<file path="config.mk">
export PLATFORM = sky130hd
export DESIGN_NAME = pipeline
export DESIGN_NICKNAME = d
export VERILOG_FILES = /design/src/verilog/isa_pkg.sv /design/src/verilog/pipe_pkg.sv /design/src/verilog/pipe_ifs.sv /design/src/verilog/decode_stage.sv /design/src/verilog/ex_stage.sv /design/src/verilog/pipeline.sv /design/src/verilog/regfile.sv /design/src/verilog/scoreboard.sv /design/src/verilog/wb_stage.sv
export SDC_FILE = /design/constraint.sdc
export NUM_CORES = 2
export LEC_CHECK = 0
export BUFFER_PORTS_ARGS = -buffer_cell sky130_fd_sc_hd__buf_4
export CAP_MARGIN = 0
export CORE_UTILIZATION = 31
export DETAILED_ROUTE_END_ITERATION = 8
export GPL_TIMING_DRIVEN = 0
export PLACE_DENSITY = 0.56
export SLEW_MARGIN = 20
export SYNTH_ARGS = -nofsm -noshare
export SYNTH_HDL_FRONTEND = slang
export SYNTH_SLANG_ARGS = --single-unit
</file>
<file path="constraint.sdc">
create_clock -name clk -period 9.5 [get_ports clk]
set_clock_uncertainty 0.1 [all_clocks]
set_input_delay 0.95 -clock clk [delete_from_list [all_inputs] [get_ports clk]]
set_output_delay 0.95 -clock clk [all_outputs]
set_load 0.02 [all_outputs]
</file>
<file path="src/verilog/isa_pkg.sv">
////////////////////////////////////////////////////////////////////////////
// rv32i integer subset only: no compressed, csr, branch or memory forms
// wfi is the only system word the decoder accepts
////////////////////////////////////////////////////////////////////////////
package isa_pkg;

    // major opcodes, inst[6:0]
    typedef enum logic [6:0] {
        OP     = 7'b0110011,
        OP_IMM = 7'b0010011,
        LUI    = 7'b0110111,
        SYSTEM = 7'b1110011
    } opcode_e;

    // alu operations seen by ex
    typedef enum logic [3:0] {
        ALU_ADD,
        ALU_SUB,
        ALU_AND,
        ALU_OR,
        ALU_XOR,
        ALU_SLT,
        ALU_SLL,
        ALU_SRL,
        ALU_PASSB
    } alu_func_e;

    // funct3, shared by OP and OP_IMM
    localparam logic [2:0] FUNCT3_ADD_SUB = 3'b000;
    localparam logic [2:0] FUNCT3_SLL     = 3'b001;
    localparam logic [2:0] FUNCT3_SLT     = 3'b010;
    localparam logic [2:0] FUNCT3_XOR     = 3'b100;
    localparam logic [2:0] FUNCT3_SRL     = 3'b101;
    localparam logic [2:0] FUNCT3_OR      = 3'b110;
    localparam logic [2:0] FUNCT3_AND     = 3'b111;

    // funct7 of sub
    localparam logic [6:0] FUNCT7_ALT = 7'b0100000;

    // fixed words
    localparam logic [31:0] INST_WFI = 32'h1050_0073;
    localparam logic [31:0] INST_NOP = 32'h0000_0013;

endpackage

</file>
<file path="src/verilog/pipe_pkg.sv">
////////////////////////////////////////////////////////////////////////////
// datapath widths and shared types for the rv32 pipeline
// single issue only, 32 architectural registers with x0 hardwired
////////////////////////////////////////////////////////////////////////////
package pipe_pkg;

    // data word width
    localparam int XLEN = 32;

    // architectural register count
    localparam int REG_COUNT = 32;

    // data word
    typedef logic [XLEN-1:0] xlen_t;

    // register index, 5 bits for 32 regs
    typedef logic [$clog2(REG_COUNT)-1:0] reg_idx_t;

    // raw instruction word
    typedef logic [31:0] inst_t;

    // sticky status reported at the top
    typedef enum logic [1:0] {
        NO_ERROR      = 2'd0,
        ILLEGAL_INST  = 2'd1,
        HALTED_ON_WFI = 2'd2
    } error_status_e;

endpackage

</file>
<file path="src/verilog/pipe_ifs.sv">
////////////////////////////////////////////////////////////////////////////
// stage to stage bundles, no handshake: the consumer takes every cycle
////////////////////////////////////////////////////////////////////////////
`timescale 1ns/1ps

// decode to execute, the ID/EX register contents
interface id_ex_if import isa_pkg::*, pipe_pkg::*; ();
    logic      valid;
    alu_func_e alu_func;
    xlen_t     opa;
    xlen_t     opb;
    reg_idx_t  dest;
    // non-writing entries
    logic      halt;
    logic      illegal;

    modport issue   (output valid, alu_func, opa, opb, dest, halt, illegal);
    modport execute (input  valid, alu_func, opa, opb, dest, halt, illegal);
endinterface

// execute to writeback, the EX/WB register contents
interface ex_wb_if import pipe_pkg::*; ();
    logic     valid;
    xlen_t    result;
    reg_idx_t dest;
    logic     halt;
    logic     illegal;

    modport produce (output valid, result, dest, halt, illegal);
    modport consume (input  valid, result, dest, halt, illegal);
endinterface

</file>
<file path="src/verilog/decode_stage.sv">
////////////////////////////////////////////////////////////////////////////
// IF/ID register, decoder and ID/EX issue register
// halt or illegal stops intake until reset
////////////////////////////////////////////////////////////////////////////
`timescale 1ns/1ps

module decode_stage import isa_pkg::*, pipe_pkg::*; (
    input  logic     clk,
    input  logic     rst,
    input  logic     inst_valid,
    input  inst_t    inst,
    output logic     fetch_stall,
    output reg_idx_t rd1_idx,
    output reg_idx_t rd2_idx,
    input  xlen_t    rd1_data,
    input  xlen_t    rd2_data,
    output logic     rs1_used,
    output logic     rs2_used,
    output logic     issue_en,
    output reg_idx_t issue_rd,
    input  logic     hazard,
    id_ex_if.issue   ex
);

    logic      ifid_valid;
    inst_t     ifid_inst;
    logic      stopped;
    logic      stop_now;
    opcode_e   opcode;
    logic [2:0] funct3;
    logic [6:0] funct7;
    reg_idx_t  rd;
    xlen_t     imm_i;
    xlen_t     imm_u;
    alu_func_e dec_func;
    xlen_t     dec_opb;
    logic      dec_writes;
    logic      dec_halt;
    logic      dec_illegal;
    logic      use_rs1;
    logic      use_rs2;

    ////////////////////////////////////////////////////////////////////////////
    // IF/ID register

    always_ff @(posedge clk) begin
        if (rst) begin
            ifid_valid <= 1'b0;
            ifid_inst  <= INST_NOP;
        end else if (!fetch_stall) begin
            ifid_valid <= inst_valid;
            if (inst_valid)
                ifid_inst <= inst;
        end
    end

    ////////////////////////////////////////////////////////////////////////////
    // decode

    // field split
    assign opcode = opcode_e'(ifid_inst[6:0]);
    assign funct3 = ifid_inst[14:12];
    assign funct7 = ifid_inst[31:25];
    assign rd     = ifid_inst[11:7];
    assign imm_i  = {{(XLEN-12){ifid_inst[31]}}, ifid_inst[31:20]};
    assign imm_u  = {ifid_inst[31:12], 12'b0};

    always_comb begin
        dec_func    = ALU_ADD;
        dec_opb     = imm_i;
        dec_writes  = 1'b1;
        dec_halt    = 1'b0;
        dec_illegal = 1'b0;
        use_rs1     = 1'b1;
        use_rs2     = 1'b0;
        case (opcode)
            OP: begin
                dec_opb = rd2_data;
                use_rs2 = 1'b1;
                case (funct3)
                    FUNCT3_ADD_SUB: dec_func = (funct7 == FUNCT7_ALT) ? ALU_SUB : ALU_ADD;
                    FUNCT3_SLL:     dec_func = ALU_SLL;
                    FUNCT3_SLT:     dec_func = ALU_SLT;
                    FUNCT3_XOR:     dec_func = ALU_XOR;
                    FUNCT3_SRL:     dec_func = ALU_SRL;
                    FUNCT3_OR:      dec_func = ALU_OR;
                    FUNCT3_AND:     dec_func = ALU_AND;
                    // sltu not in the subset
                    default:        dec_illegal = 1'b1;
                endcase
                // only sub carries the alternate funct7
                if (funct7 != 7'b0 && !(funct7 == FUNCT7_ALT && funct3 == FUNCT3_ADD_SUB))
                    dec_illegal = 1'b1;
            end
            OP_IMM: begin
                case (funct3)
                    FUNCT3_ADD_SUB: dec_func = ALU_ADD;
                    FUNCT3_XOR:     dec_func = ALU_XOR;
                    FUNCT3_OR:      dec_func = ALU_OR;
                    FUNCT3_AND:     dec_func = ALU_AND;
                    default:        dec_illegal = 1'b1;
                endcase
            end
            LUI: begin
                dec_func = ALU_PASSB;
                dec_opb  = imm_u;
                use_rs1  = 1'b0;
            end
            SYSTEM: begin
                // wfi exact match, anything else is rejected
                dec_halt    = (ifid_inst == INST_WFI);
                dec_illegal = (ifid_inst != INST_WFI);
            end
            default: dec_illegal = 1'b1;
        endcase
        // halt and illegal go down as non-writing entries
        if (dec_halt || dec_illegal) begin
            dec_writes = 1'b0;
            use_rs1    = 1'b0;
            use_rs2    = 1'b0;
        end
    end

    // operand read and scoreboard query
    assign rd1_idx  = ifid_inst[19:15];
    assign rd2_idx  = ifid_inst[24:20];
    assign rs1_used = ifid_valid & use_rs1;
    assign rs2_used = ifid_valid & use_rs2;
    assign issue_rd = (ifid_valid && dec_writes) ? rd : '0;

    // issue unless blocked, stall intake while full and blocked
    assign stop_now    = ifid_valid & (dec_halt | dec_illegal);
    assign issue_en    = ifid_valid & ~hazard & ~stopped;
    assign fetch_stall = stopped | stop_now | (ifid_valid & hazard);

    // sticky stop after a halt or illegal issues
    always_ff @(posedge clk) begin
        if (rst)
            stopped <= 1'b0;
        else if (issue_en && stop_now)
            stopped <= 1'b1;
    end

    ////////////////////////////////////////////////////////////////////////////
    // ID/EX register, bubble when not issuing

    always_ff @(posedge clk) begin
        if (rst) begin
            ex.valid   <= 1'b0;
            ex.halt    <= 1'b0;
            ex.illegal <= 1'b0;
        end else begin
            ex.valid   <= issue_en;
            ex.halt    <= issue_en & dec_halt;
            ex.illegal <= issue_en & dec_illegal;
        end
    end

    always_ff @(posedge clk) begin
        if (issue_en) begin
            ex.alu_func <= dec_func;
            ex.opa      <= rd1_data;
            ex.opb      <= dec_opb;
            ex.dest     <= issue_rd;
        end
    end

    // a blocked entry stays put in IF/ID, nothing gets past it
    a_no_issue_on_hazard: assert property (
        @(posedge clk) disable iff (rst)
        (ifid_valid && hazard) |=> (ifid_valid && $stable(ifid_inst))
    );

endmodule

</file>
<file path="src/verilog/ex_stage.sv">
////////////////////////////////////////////////////////////////////////////
// single-cycle alu into the EX/WB register, never stalls
// shifts use opb[4:0] only
////////////////////////////////////////////////////////////////////////////
`timescale 1ns/1ps

module ex_stage import isa_pkg::*, pipe_pkg::*; (
    input  logic      clk,
    input  logic      rst,
    id_ex_if.execute  id,
    ex_wb_if.produce  wb
);

    xlen_t      alu_out;
    logic [4:0] shamt;
    logic       less;

    assign shamt = id.opb[4:0];
    // signed compare for slt
    assign less  = $signed(id.opa) < $signed(id.opb);

    always_comb begin
        case (id.alu_func)
            ALU_ADD:   alu_out = id.opa + id.opb;
            ALU_SUB:   alu_out = id.opa - id.opb;
            ALU_AND:   alu_out = id.opa & id.opb;
            ALU_OR:    alu_out = id.opa | id.opb;
            ALU_XOR:   alu_out = id.opa ^ id.opb;
            ALU_SLT:   alu_out = {{(XLEN-1){1'b0}}, less};
            ALU_SLL:   alu_out = id.opa << shamt;
            ALU_SRL:   alu_out = id.opa >> shamt;
            // lui
            ALU_PASSB: alu_out = id.opb;
            default:   alu_out = '0;
        endcase
    end

    // EX/WB control
    always_ff @(posedge clk) begin
        if (rst) begin
            wb.valid   <= 1'b0;
            wb.halt    <= 1'b0;
            wb.illegal <= 1'b0;
        end else begin
            wb.valid   <= id.valid;
            wb.halt    <= id.valid & id.halt;
            wb.illegal <= id.valid & id.illegal;
        end
    end

    // EX/WB payload
    always_ff @(posedge clk) begin
        wb.result <= alu_out;
        wb.dest   <= id.dest;
    end

endmodule

</file>
<file path="src/verilog/pipeline.sv">
////////////////////////////////////////////////////////////////////////////
// in-order rv32 integer pipeline, scoreboard stalls instead of forwarding
// inst and inst_valid must hold while fetch_stall is high
////////////////////////////////////////////////////////////////////////////
`timescale 1ns/1ps

module pipeline import pipe_pkg::*; (
    input  logic          clk,
    input  logic          rst,
    input  logic          inst_valid,
    input  inst_t         inst,
    output logic          fetch_stall,
    output logic          commit_en,
    output reg_idx_t      commit_idx,
    output xlen_t         commit_data,
    output error_status_e error_status
);

    // regfile read side
    reg_idx_t rd1_idx;
    reg_idx_t rd2_idx;
    xlen_t    rd1_data;
    xlen_t    rd2_data;

    // scoreboard query and issue
    logic     rs1_used;
    logic     rs2_used;
    logic     issue_en;
    reg_idx_t issue_rd;
    logic     hazard;

    id_ex_if id_ex ();
    ex_wb_if ex_wb ();

    ////////////////////////////////////////////////////////////////////////////
    // state shared by decode and writeback

    // commit ports double as the regfile write port
    regfile u_regfile (
        .clk      (clk),
        .rd1_idx  (rd1_idx),
        .rd2_idx  (rd2_idx),
        .rd1_data (rd1_data),
        .rd2_data (rd2_data),
        .wr_en    (commit_en),
        .wr_idx   (commit_idx),
        .wr_data  (commit_data)
    );

    scoreboard u_scoreboard (
        .clk        (clk),
        .rst        (rst),
        .issue_en   (issue_en),
        .issue_rd   (issue_rd),
        .rs1_idx    (rd1_idx),
        .rs2_idx    (rd2_idx),
        .rs1_used   (rs1_used),
        .rs2_used   (rs2_used),
        .commit_en  (commit_en),
        .commit_idx (commit_idx),
        .hazard     (hazard)
    );

    ////////////////////////////////////////////////////////////////////////////
    // stages

    decode_stage u_decode (
        .clk         (clk),
        .rst         (rst),
        .inst_valid  (inst_valid),
        .inst        (inst),
        .fetch_stall (fetch_stall),
        .rd1_idx     (rd1_idx),
        .rd2_idx     (rd2_idx),
        .rd1_data    (rd1_data),
        .rd2_data    (rd2_data),
        .rs1_used    (rs1_used),
        .rs2_used    (rs2_used),
        .issue_en    (issue_en),
        .issue_rd    (issue_rd),
        .hazard      (hazard),
        .ex          (id_ex.issue)
    );

    ex_stage u_ex (
        .clk (clk),
        .rst (rst),
        .id  (id_ex.execute),
        .wb  (ex_wb.produce)
    );

    wb_stage u_wb (
        .clk          (clk),
        .rst          (rst),
        .ex           (ex_wb.consume),
        .wr_en        (commit_en),
        .wr_idx       (commit_idx),
        .wr_data      (commit_data),
        .error_status (error_status)
    );

endmodule

</file>
<file path="src/verilog/regfile.sv">
////////////////////////////////////////////////////////////////////////////
// 2 read, 1 write register file, x0 always reads zero
// same-cycle write is visible on the read ports
////////////////////////////////////////////////////////////////////////////
`timescale 1ns/1ps

module regfile import pipe_pkg::*; (
    input  logic     clk,
    input  reg_idx_t rd1_idx,
    input  reg_idx_t rd2_idx,
    output xlen_t    rd1_data,
    output xlen_t    rd2_data,
    input  logic     wr_en,
    input  reg_idx_t wr_idx,
    input  xlen_t    wr_data
);

    xlen_t regs [REG_COUNT];

    // read port 1, x0 then bypass then array
    always_comb begin
        if (rd1_idx == '0)
            rd1_data = '0;
        else if (wr_en && wr_idx == rd1_idx)
            rd1_data = wr_data;
        else
            rd1_data = regs[rd1_idx];
    end

    // read port 2
    always_comb begin
        if (rd2_idx == '0)
            rd2_data = '0;
        else if (wr_en && wr_idx == rd2_idx)
            rd2_data = wr_data;
        else
            rd2_data = regs[rd2_idx];
    end

    // x0 is never written
    always_ff @(posedge clk) begin
        if (wr_en && wr_idx != '0)
            regs[wr_idx] <= wr_data;
    end

endmodule

</file>
<file path="src/verilog/scoreboard.sv">
////////////////////////////////////////////////////////////////////////////
// one pending bit per register, no forwarding behind it
// a commit in the read cycle counts as done, the regfile bypasses it
////////////////////////////////////////////////////////////////////////////
`timescale 1ns/1ps

module scoreboard import pipe_pkg::*; (
    input  logic     clk,
    input  logic     rst,
    input  logic     issue_en,
    input  reg_idx_t issue_rd,
    input  reg_idx_t rs1_idx,
    input  reg_idx_t rs2_idx,
    input  logic     rs1_used,
    input  logic     rs2_used,
    input  logic     commit_en,
    input  reg_idx_t commit_idx,
    output logic     hazard
);

    logic [REG_COUNT-1:0] pending;
    logic [REG_COUNT-1:0] clr_mask;
    logic [REG_COUNT-1:0] set_mask;
    logic [REG_COUNT-1:0] live;

    // commit clears, issue of a nonzero rd sets
    assign clr_mask = commit_en ? (REG_COUNT'(1) << commit_idx) : '0;
    assign set_mask = (issue_en && issue_rd != '0) ? (REG_COUNT'(1) << issue_rd) : '0;

    // still pending after this cycle's commit
    assign live = pending & ~clr_mask;

    // sources, plus the dest itself
    // one bit cannot track two writers of the same reg in flight
    assign hazard = (rs1_used & live[rs1_idx])
                  | (rs2_used & live[rs2_idx])
                  | live[issue_rd];

    always_ff @(posedge clk) begin
        if (rst)
            pending <= '0;
        else
            pending <= live | set_mask;
    end

    // every writeback was issued through here first
    a_commit_was_pending: assert property (
        @(posedge clk) disable iff (rst)
        commit_en |-> pending[commit_idx]
    );

endmodule

</file>
<file path="src/verilog/wb_stage.sv">
////////////////////////////////////////////////////////////////////////////
// commit is combinational from EX/WB, error status is sticky until reset
////////////////////////////////////////////////////////////////////////////
`timescale 1ns/1ps

module wb_stage import pipe_pkg::*; (
    input  logic          clk,
    input  logic          rst,
    ex_wb_if.consume      ex,
    output logic          wr_en,
    output reg_idx_t      wr_idx,
    output xlen_t         wr_data,
    output error_status_e error_status
);

    // only real writers to a nonzero reg commit
    assign wr_en   = ex.valid & ~ex.halt & ~ex.illegal & (ex.dest != '0);
    assign wr_idx  = ex.dest;
    assign wr_data = ex.result;

    // illegal wins over halt
    always_ff @(posedge clk) begin
        if (rst)
            error_status <= NO_ERROR;
        else if (ex.valid && ex.illegal)
            error_status <= ILLEGAL_INST;
        else if (ex.valid && ex.halt && error_status == NO_ERROR)
            error_status <= HALTED_ON_WFI;
    end

    // once stopped, stays stopped with the same cause
    a_status_sticky: assert property (
        @(posedge clk) disable iff (rst)
        (error_status != NO_ERROR) |=> $stable(error_status)
    );

endmodule
</file>
**Word-level counts from Yosys, hierarchy flattened**

Memories as Yosys holds them, arrays and structs flattened. A register that Yosys moved wholly into a read port is not among the register bits.
Cells that the tools add are included.

- $add $sub $neg: 2
- Order comparisons: 4
- Eq/ne operators: 22
- Shift-type cells: 4
- Mux-type cells: 33
- Bitwise operators: 31
- Reductions and logical operators: 25

Operator list:

| cell | count |
|---|---|
| one-hot mux 32 bit (9 select lines) | 1 |
| two-way mux 32 bit | 4 |
| bitwise AND 32 bit | 2 |
| OR 32 bit | 2 |
| one-hot mux 32 bit (2 select lines) | 1 |
| << shifter 1 x 5 -> 32 bit (first input constant) | 2 |
| adder 32 bit | 1 |
| equality test 32 x 29 -> 1 bit (second input constant) | 1 |
| < comparator 32 bit | 1 |
| inequality test 32 x 29 -> 1 bit (second input constant) | 1 |
| inverter 32 bit | 1 |
| << shifter 32 x 5 -> 32 bit | 1 |
| >> shifter 32 x 5 -> 32 bit | 1 |
| subtractor 32 bit | 1 |
| bitwise XOR 32 bit | 1 |
| one-hot mux 4 bit (7 select lines) | 1 |
| equality test 7 x 6 -> 1 bit (second input constant) | 3 |
| < comparator 5 x 6 -> 1 bit (second input constant) | 3 |
| two-way mux 1 bit | 17 |
| equality test 4 x 3 -> 1 bit (second input constant) | 4 |
| bitwise AND 1 bit | 15 |
| binary-select mux 1 bit (select 5 bit) | 3 |
| two-way mux 5 bit | 3 |
| equality test 3 bit (second input constant) | 4 |
| 27 further kinds | 47 |

- Bits in registers: 152
- RAM bits: 1024
- Input port bits: 35
- Output and inout port bits: 41
- Word-level logic and storage cells: 139
- Memories kept: 1

Memory list:

| name | words | width | rd ports | clocked after Yosys merged registers in | write ports | RTL line | text |
|---|---|---|---|---|---|---|---|
| u_regfile.regs | 32 | 32 | 2 | 2 | 1 | regfile.sv:18 | `xlen_t regs [REG_COUNT];` |

**Logic depth before layout (Yosys ltp)**

- Depth after elaboration: 19
- Depth in mapped cells: 18

**Modules after synthesis**

Synthesis repeated with hierarchy kept, for this count alone.

- Cell total of the unflattened synthesis: 4468
- Area total of the unflattened synthesis: 64169.0 µm²

Modules (own cells, without submodules):

| module | instances | cells an instance | area an instance (µm²) | sequential area each (µm²) |
|---|---|---|---|---|
| regfile | 1 | 2520 | 47869.7 | 30749.5 |
| ex_stage | 1 | 1258 | 8933.6 | 800.8 |
| decode_stage | 1 | 352 | 4672.0 | 2932.8 |
| scoreboard | 1 | 291 | 2326.0 | 640.6 |
| wb_stage | 1 | 47 | 367.9 | 40.0 |

**Worst setup path after synthesis**

No wires, ideal clock.

- Path type: flip-flop to flip-flop
- From: register u_decode.ex.opb[2]
- To: register u_ex.wb.result[28]
- Arrival time: 4573 ps
- Setup slack: 4699 ps
- Cell stages (with the launch flop): 19
- Cells stage by stage: edfxtp_1 > clkbuf_1 > inv_1 > clkbuf_1 > buf_1 > clkbuf_1 > ha_1 > clkbuf_1 > a211oi_1 > o21ba_2 > o21ai_0 > o21a_1 > a221o_1 > a221o_1 > a21oi_1 > nor2b_1 > nor3_1 > mux2i_1 > o21ai_0

- Word-level cells in the longest chain between the ends: 2
- Elaborated cells on any way between the ends: 5

Ends and longest elaborated chain:

| item | RTL line | text |
|---|---|---|
| start: declaration | pipe_ifs.sv:17 | `modport issue (output valid, alu_func, opa, opb, dest, halt, illegal);` |
| start signal: assignment | decode_stage.sv:163 | `ex.opb <= dec_opb;` |
| subtractor 32 bit, or another cell as far along | ex_stage.sv:25 | `ALU_SUB: alu_out = id.opa - id.opb;` |
| one-hot mux 32 bit (9 select lines) (*) | ex_stage.sv:23 | `case (id.alu_func)` |
| named net u_ex.alu_out[28] | ex_stage.sv:14 | `xlen_t alu_out;` |
| end signal: assignment | ex_stage.sv:53 | `wb.result <= alu_out;` |
| end: declaration | pipe_ifs.sv:29 | `modport produce (output valid, result, dest, halt, illegal);` |

Mark *: on every way through the listed nets, which the timed path passes. The rest lies on a longest branch.
A chain may end at the register's enable or synchronous reset.

**Worst setup path in the final report**

- From: register u_decode.ex.opb[1]
- To: register u_ex.wb.result[29]

The elaborated chain is that of the path after synthesis.

==> impl_metrics.tcl <==
set metrics [dict create \
    required_ps 10080 \
    wl_um 247000 \
    grt-ovfl-total 0 \
    ir_drop_uv 218 \
    p_int_mw 11.3 \
    numCtsBuffers 135 \
    areaGrowthSynthToFinish_pct 16.8 \
    netlist.area_leader.share 0.524 \
    place_congestion 1.01 \
    hold_path.class "reg2reg" \
    pwr-share-comb 0.241 \
    synth_most_common_cell "edfxtp_1" \
    r2r_cells 17 \
    ctsLongestPathBuffers 3 \
    postCtsHoldBufs 0 \
    drv_cap 0 \
    fin_crit_sh 0.808 \
    port_buffers 75 \
    clockPowerShare 0.321 \
    synth.largest_area_cell "edfxtp_1" \
    switching_share 0.337 \
    worst-path-stages 17 \
    routedWlPerCell_um 34.6 \
    vias_per_cell 6.10 \
    async_flop_share 0 \
    final_cells 7129 \
    grt_pass1_vias 42400 \
    grt_usage 0.238 \
    final_cell_area_mm2 0.0734 \
    syn_area_mm2 0.0628 \
    drtIter0Drc 7295 \
    finish.net_count 4497 \
    via_count 43500 \
    drtPass1Iterations 9 \
    synth_area_leaders "edfxtp_1 52%, mux4_2 23%, dfxtp_1 3.7%, mux2i_1 2.8%, ha_1 1.9%" \
    drtAntennaViolNets 0 \
    setup_ws_ps 1820 \
    cp-start-kind "flip-flop" \
    cts_root_buffer "clkbuf_16" \
    min_path_cells 0 \
    p_leak_nw 23.4 \
    cts_tree "built" \
    synth_edf_count 1097 \
    cp_slowest_cell "clkbuf_1" \
    final.setup.tns_ps 0 \
    maxSlewViolCount 0 \
    grt_max_degree 83 \
    num_io_pins 76 \
    avgSynthCellArea_um2 15.5 \
    placed_cell_area_mm2 0.0687 \
    core_mm2 0.200 \
    synth-main-ff-cell "edfxtp_1" \
    setup_viol 0 \
    crit_chain "clkbuf_1, inv_1, clkbuf_1, clkbuf_1, clkbuf_1, ha_1, nor2_1, o311ai_0, a21oi_1, a211oi_1, o31ai_1, a31oi_1, a221oi_1, o41ai_1, o21bai_1, or2_2, a41oi_1" \
    post_cts_buffers 0 \
    worst_slew_pin_slew_ps 1240 \
    yosys_warnings 0 \
    synthCells 4048 \
    die_height_um 452 \
    grt_antenna_before_repair 11 \
    synth_common_cells "1097 x edfxtp_1, 653 x mux4_2, 269 x nor2_1" \
    hold_viol 0 \
    die_area_mm2 0.204 \
    worst-path-buf-inv 5 \
    core.rowCount 164 \
    grt_pass1_wl_um 342000 \
    end_kind "flip-flop" \
    fin_crit_ps 7680 \
    crit_type "reg2reg" \
    start_util 0.313 \
    clkTransAtPathRegs_ps 60 \
    synth_cell_type_count 74 \
    pre_cts_slack_ps 2090 \
    dp_hpwl_um 181000 \
    crit_top_cell "clkbuf_1" \
    seqPwrFrac 0.438 \
    cts-resized-gates 0 \
    p_switching_mw 5.73 \
    ys_seq_area_frac 0.561 \
    crit_family "compound AO/OA/AOI/OAI gates" \
    relSlewSlack 0.175 \
    max_stage_delay_ps 770 \
    rsz0062_at_grt "no" \
    cts.htree.levels 4 \
    dp_cells 6880 \
    max_freq_mhz 130 \
    clock_sinks 1213 \
    status "finished, final reports clean" \
    insertion_delay_ps 790 \
    drc_errors 0 \
    power-per-cell-area_mw_per_mm2 232 \
    ys_ff_latch 1213 \
    die_width_um 452 \
    drive_gt1_frac 0.263 \
    worstPathArrival_ps 8250 \
    critPathMaxFanout 12 \
]
[area by class of cell]
class / count / area [µm²]
fill: 18700 / 127000
sequential: 1213 / 35300
multi-input combinational: 2432 / 26200
clock buffer: 170 / 3690
tap: 2656 / 3320
timing repair buffer: 147 / 2170
buffer: 324 / 1360
clock inverter: 76 / 873
inverter: 110 / 413
antenna: 1 / 2.50
[sequential cells by signal, summed over array words and instances, names as in the netlist, 2 cells and up, named ones only]
signal                cells
u_decode.ex.alu_func      4
u_decode.ex.dest          5
u_decode.ex.opa          32
u_decode.ex.opb          32
u_decode.ifid_inst       32
u_ex.wb.dest              5
u_ex.wb.result           32
u_regfile.regs         1024
u_scoreboard.pending     32
u_wb.error_status         2
[power groups by stage]
stage          logic [mW]  clock network (mW)  registers [mW]
3_5_place_dp         3.99                   0            7.54
4_1_cts              4.01                5.50            7.43
5_1_grt              4.28                5.70            7.50
2_1_floorplan        2.28                   0            7.21
6_report             4.11                5.46            7.46
3_3_place_gp         3.88                   0            7.60
[final timing paths]
kind	startpoint	endpoint	slack [ps]
min reg2reg	u_decode.ex.dest[0]	u_ex.wb.dest[0]	240
max	u_decode.ex.opb[1]	u_ex.wb.result[29]	1820
min	u_decode.ex.dest[0]	u_ex.wb.dest[0]	240
max reg2reg	u_decode.ex.opb[1]	u_ex.wb.result[29]	1820
[stage by stage]
stage               power [mW]  hold slack (ps)  utilization
floorplan                 9.48              223            -
global placement          11.5              224        0.333
detailed placement        11.5              228        0.343
CTS                       16.9              241        0.366
global route              17.5              252        0.366
finish                    17.0              239        0.366
[layer usage]
metal | vias to the layer above | part of all wire | track usage
li1 | 17200 | - | -
met1 | 22700 | 0.39 | 0.323
met2 | 2990 | 0.46 | 0.373
met3 | 531 | 0.11 | 0.0553
met4 | 4 | 0.042 | 0.0867
met5 | - | 0.00012 | 0
[cells by family (layout without fill, tap and decap cells)]
kind of cell / count (synthesis) / count (layout) / share of synthesized area
other: 1 / 33 / 0.0000597
xor gates and xnor gates: 13 / 13 / 0.00181
and+or+nand+nor: 734 / 734 / 0.0532
muxes: 835 / 835 / 0.263
DFF: 1213 / 1213 / 0.561
AOI/OAI and AO/OA: 719 / 719 / 0.0737
buffers and inverters: 434 / 827 / 0.0267
adders and majority gates: 99 / 99 / 0.0200
[placed cells by master, fill, tap and decap left out, drive strengths merged, types with 8 or more instances in the layout]
| master | n |
|---|---|
| nor4 | 15 |
| and3 | 35 |
| a21o | 18 |
| o31ai | 29 |
| bufinv | 15 |
| and2 | 8 |
| clkbuf | 408 |
| ha | 97 |
| conb | 32 |
| inv | 114 |
| nand4 | 22 |
| o21a | 10 |
| nand2b | 20 |
| a221oi | 26 |
| a211o | 12 |
| edfxtp | 1097 |
| nor2 | 269 |
| o311ai | 8 |
| mux2i | 176 |
| mux4 | 653 |
| o21bai | 17 |
| nand3 | 33 |
| dfxtp | 116 |
| o22ai | 42 |
| a31oi | 15 |
| or3 | 15 |
| o211ai | 30 |
| nor3 | 42 |
| clkinv | 56 |
| a221o | 20 |
| nor2b | 14 |
| buf | 233 |
| a21oi | 167 |
| o221ai | 11 |
| a22oi | 26 |
| a211oi | 52 |
| nand2 | 221 |
| o21ai | 192 |
| o2111ai | 13 |
| or2 | 13 |
(Power assumes the default switching activity.)
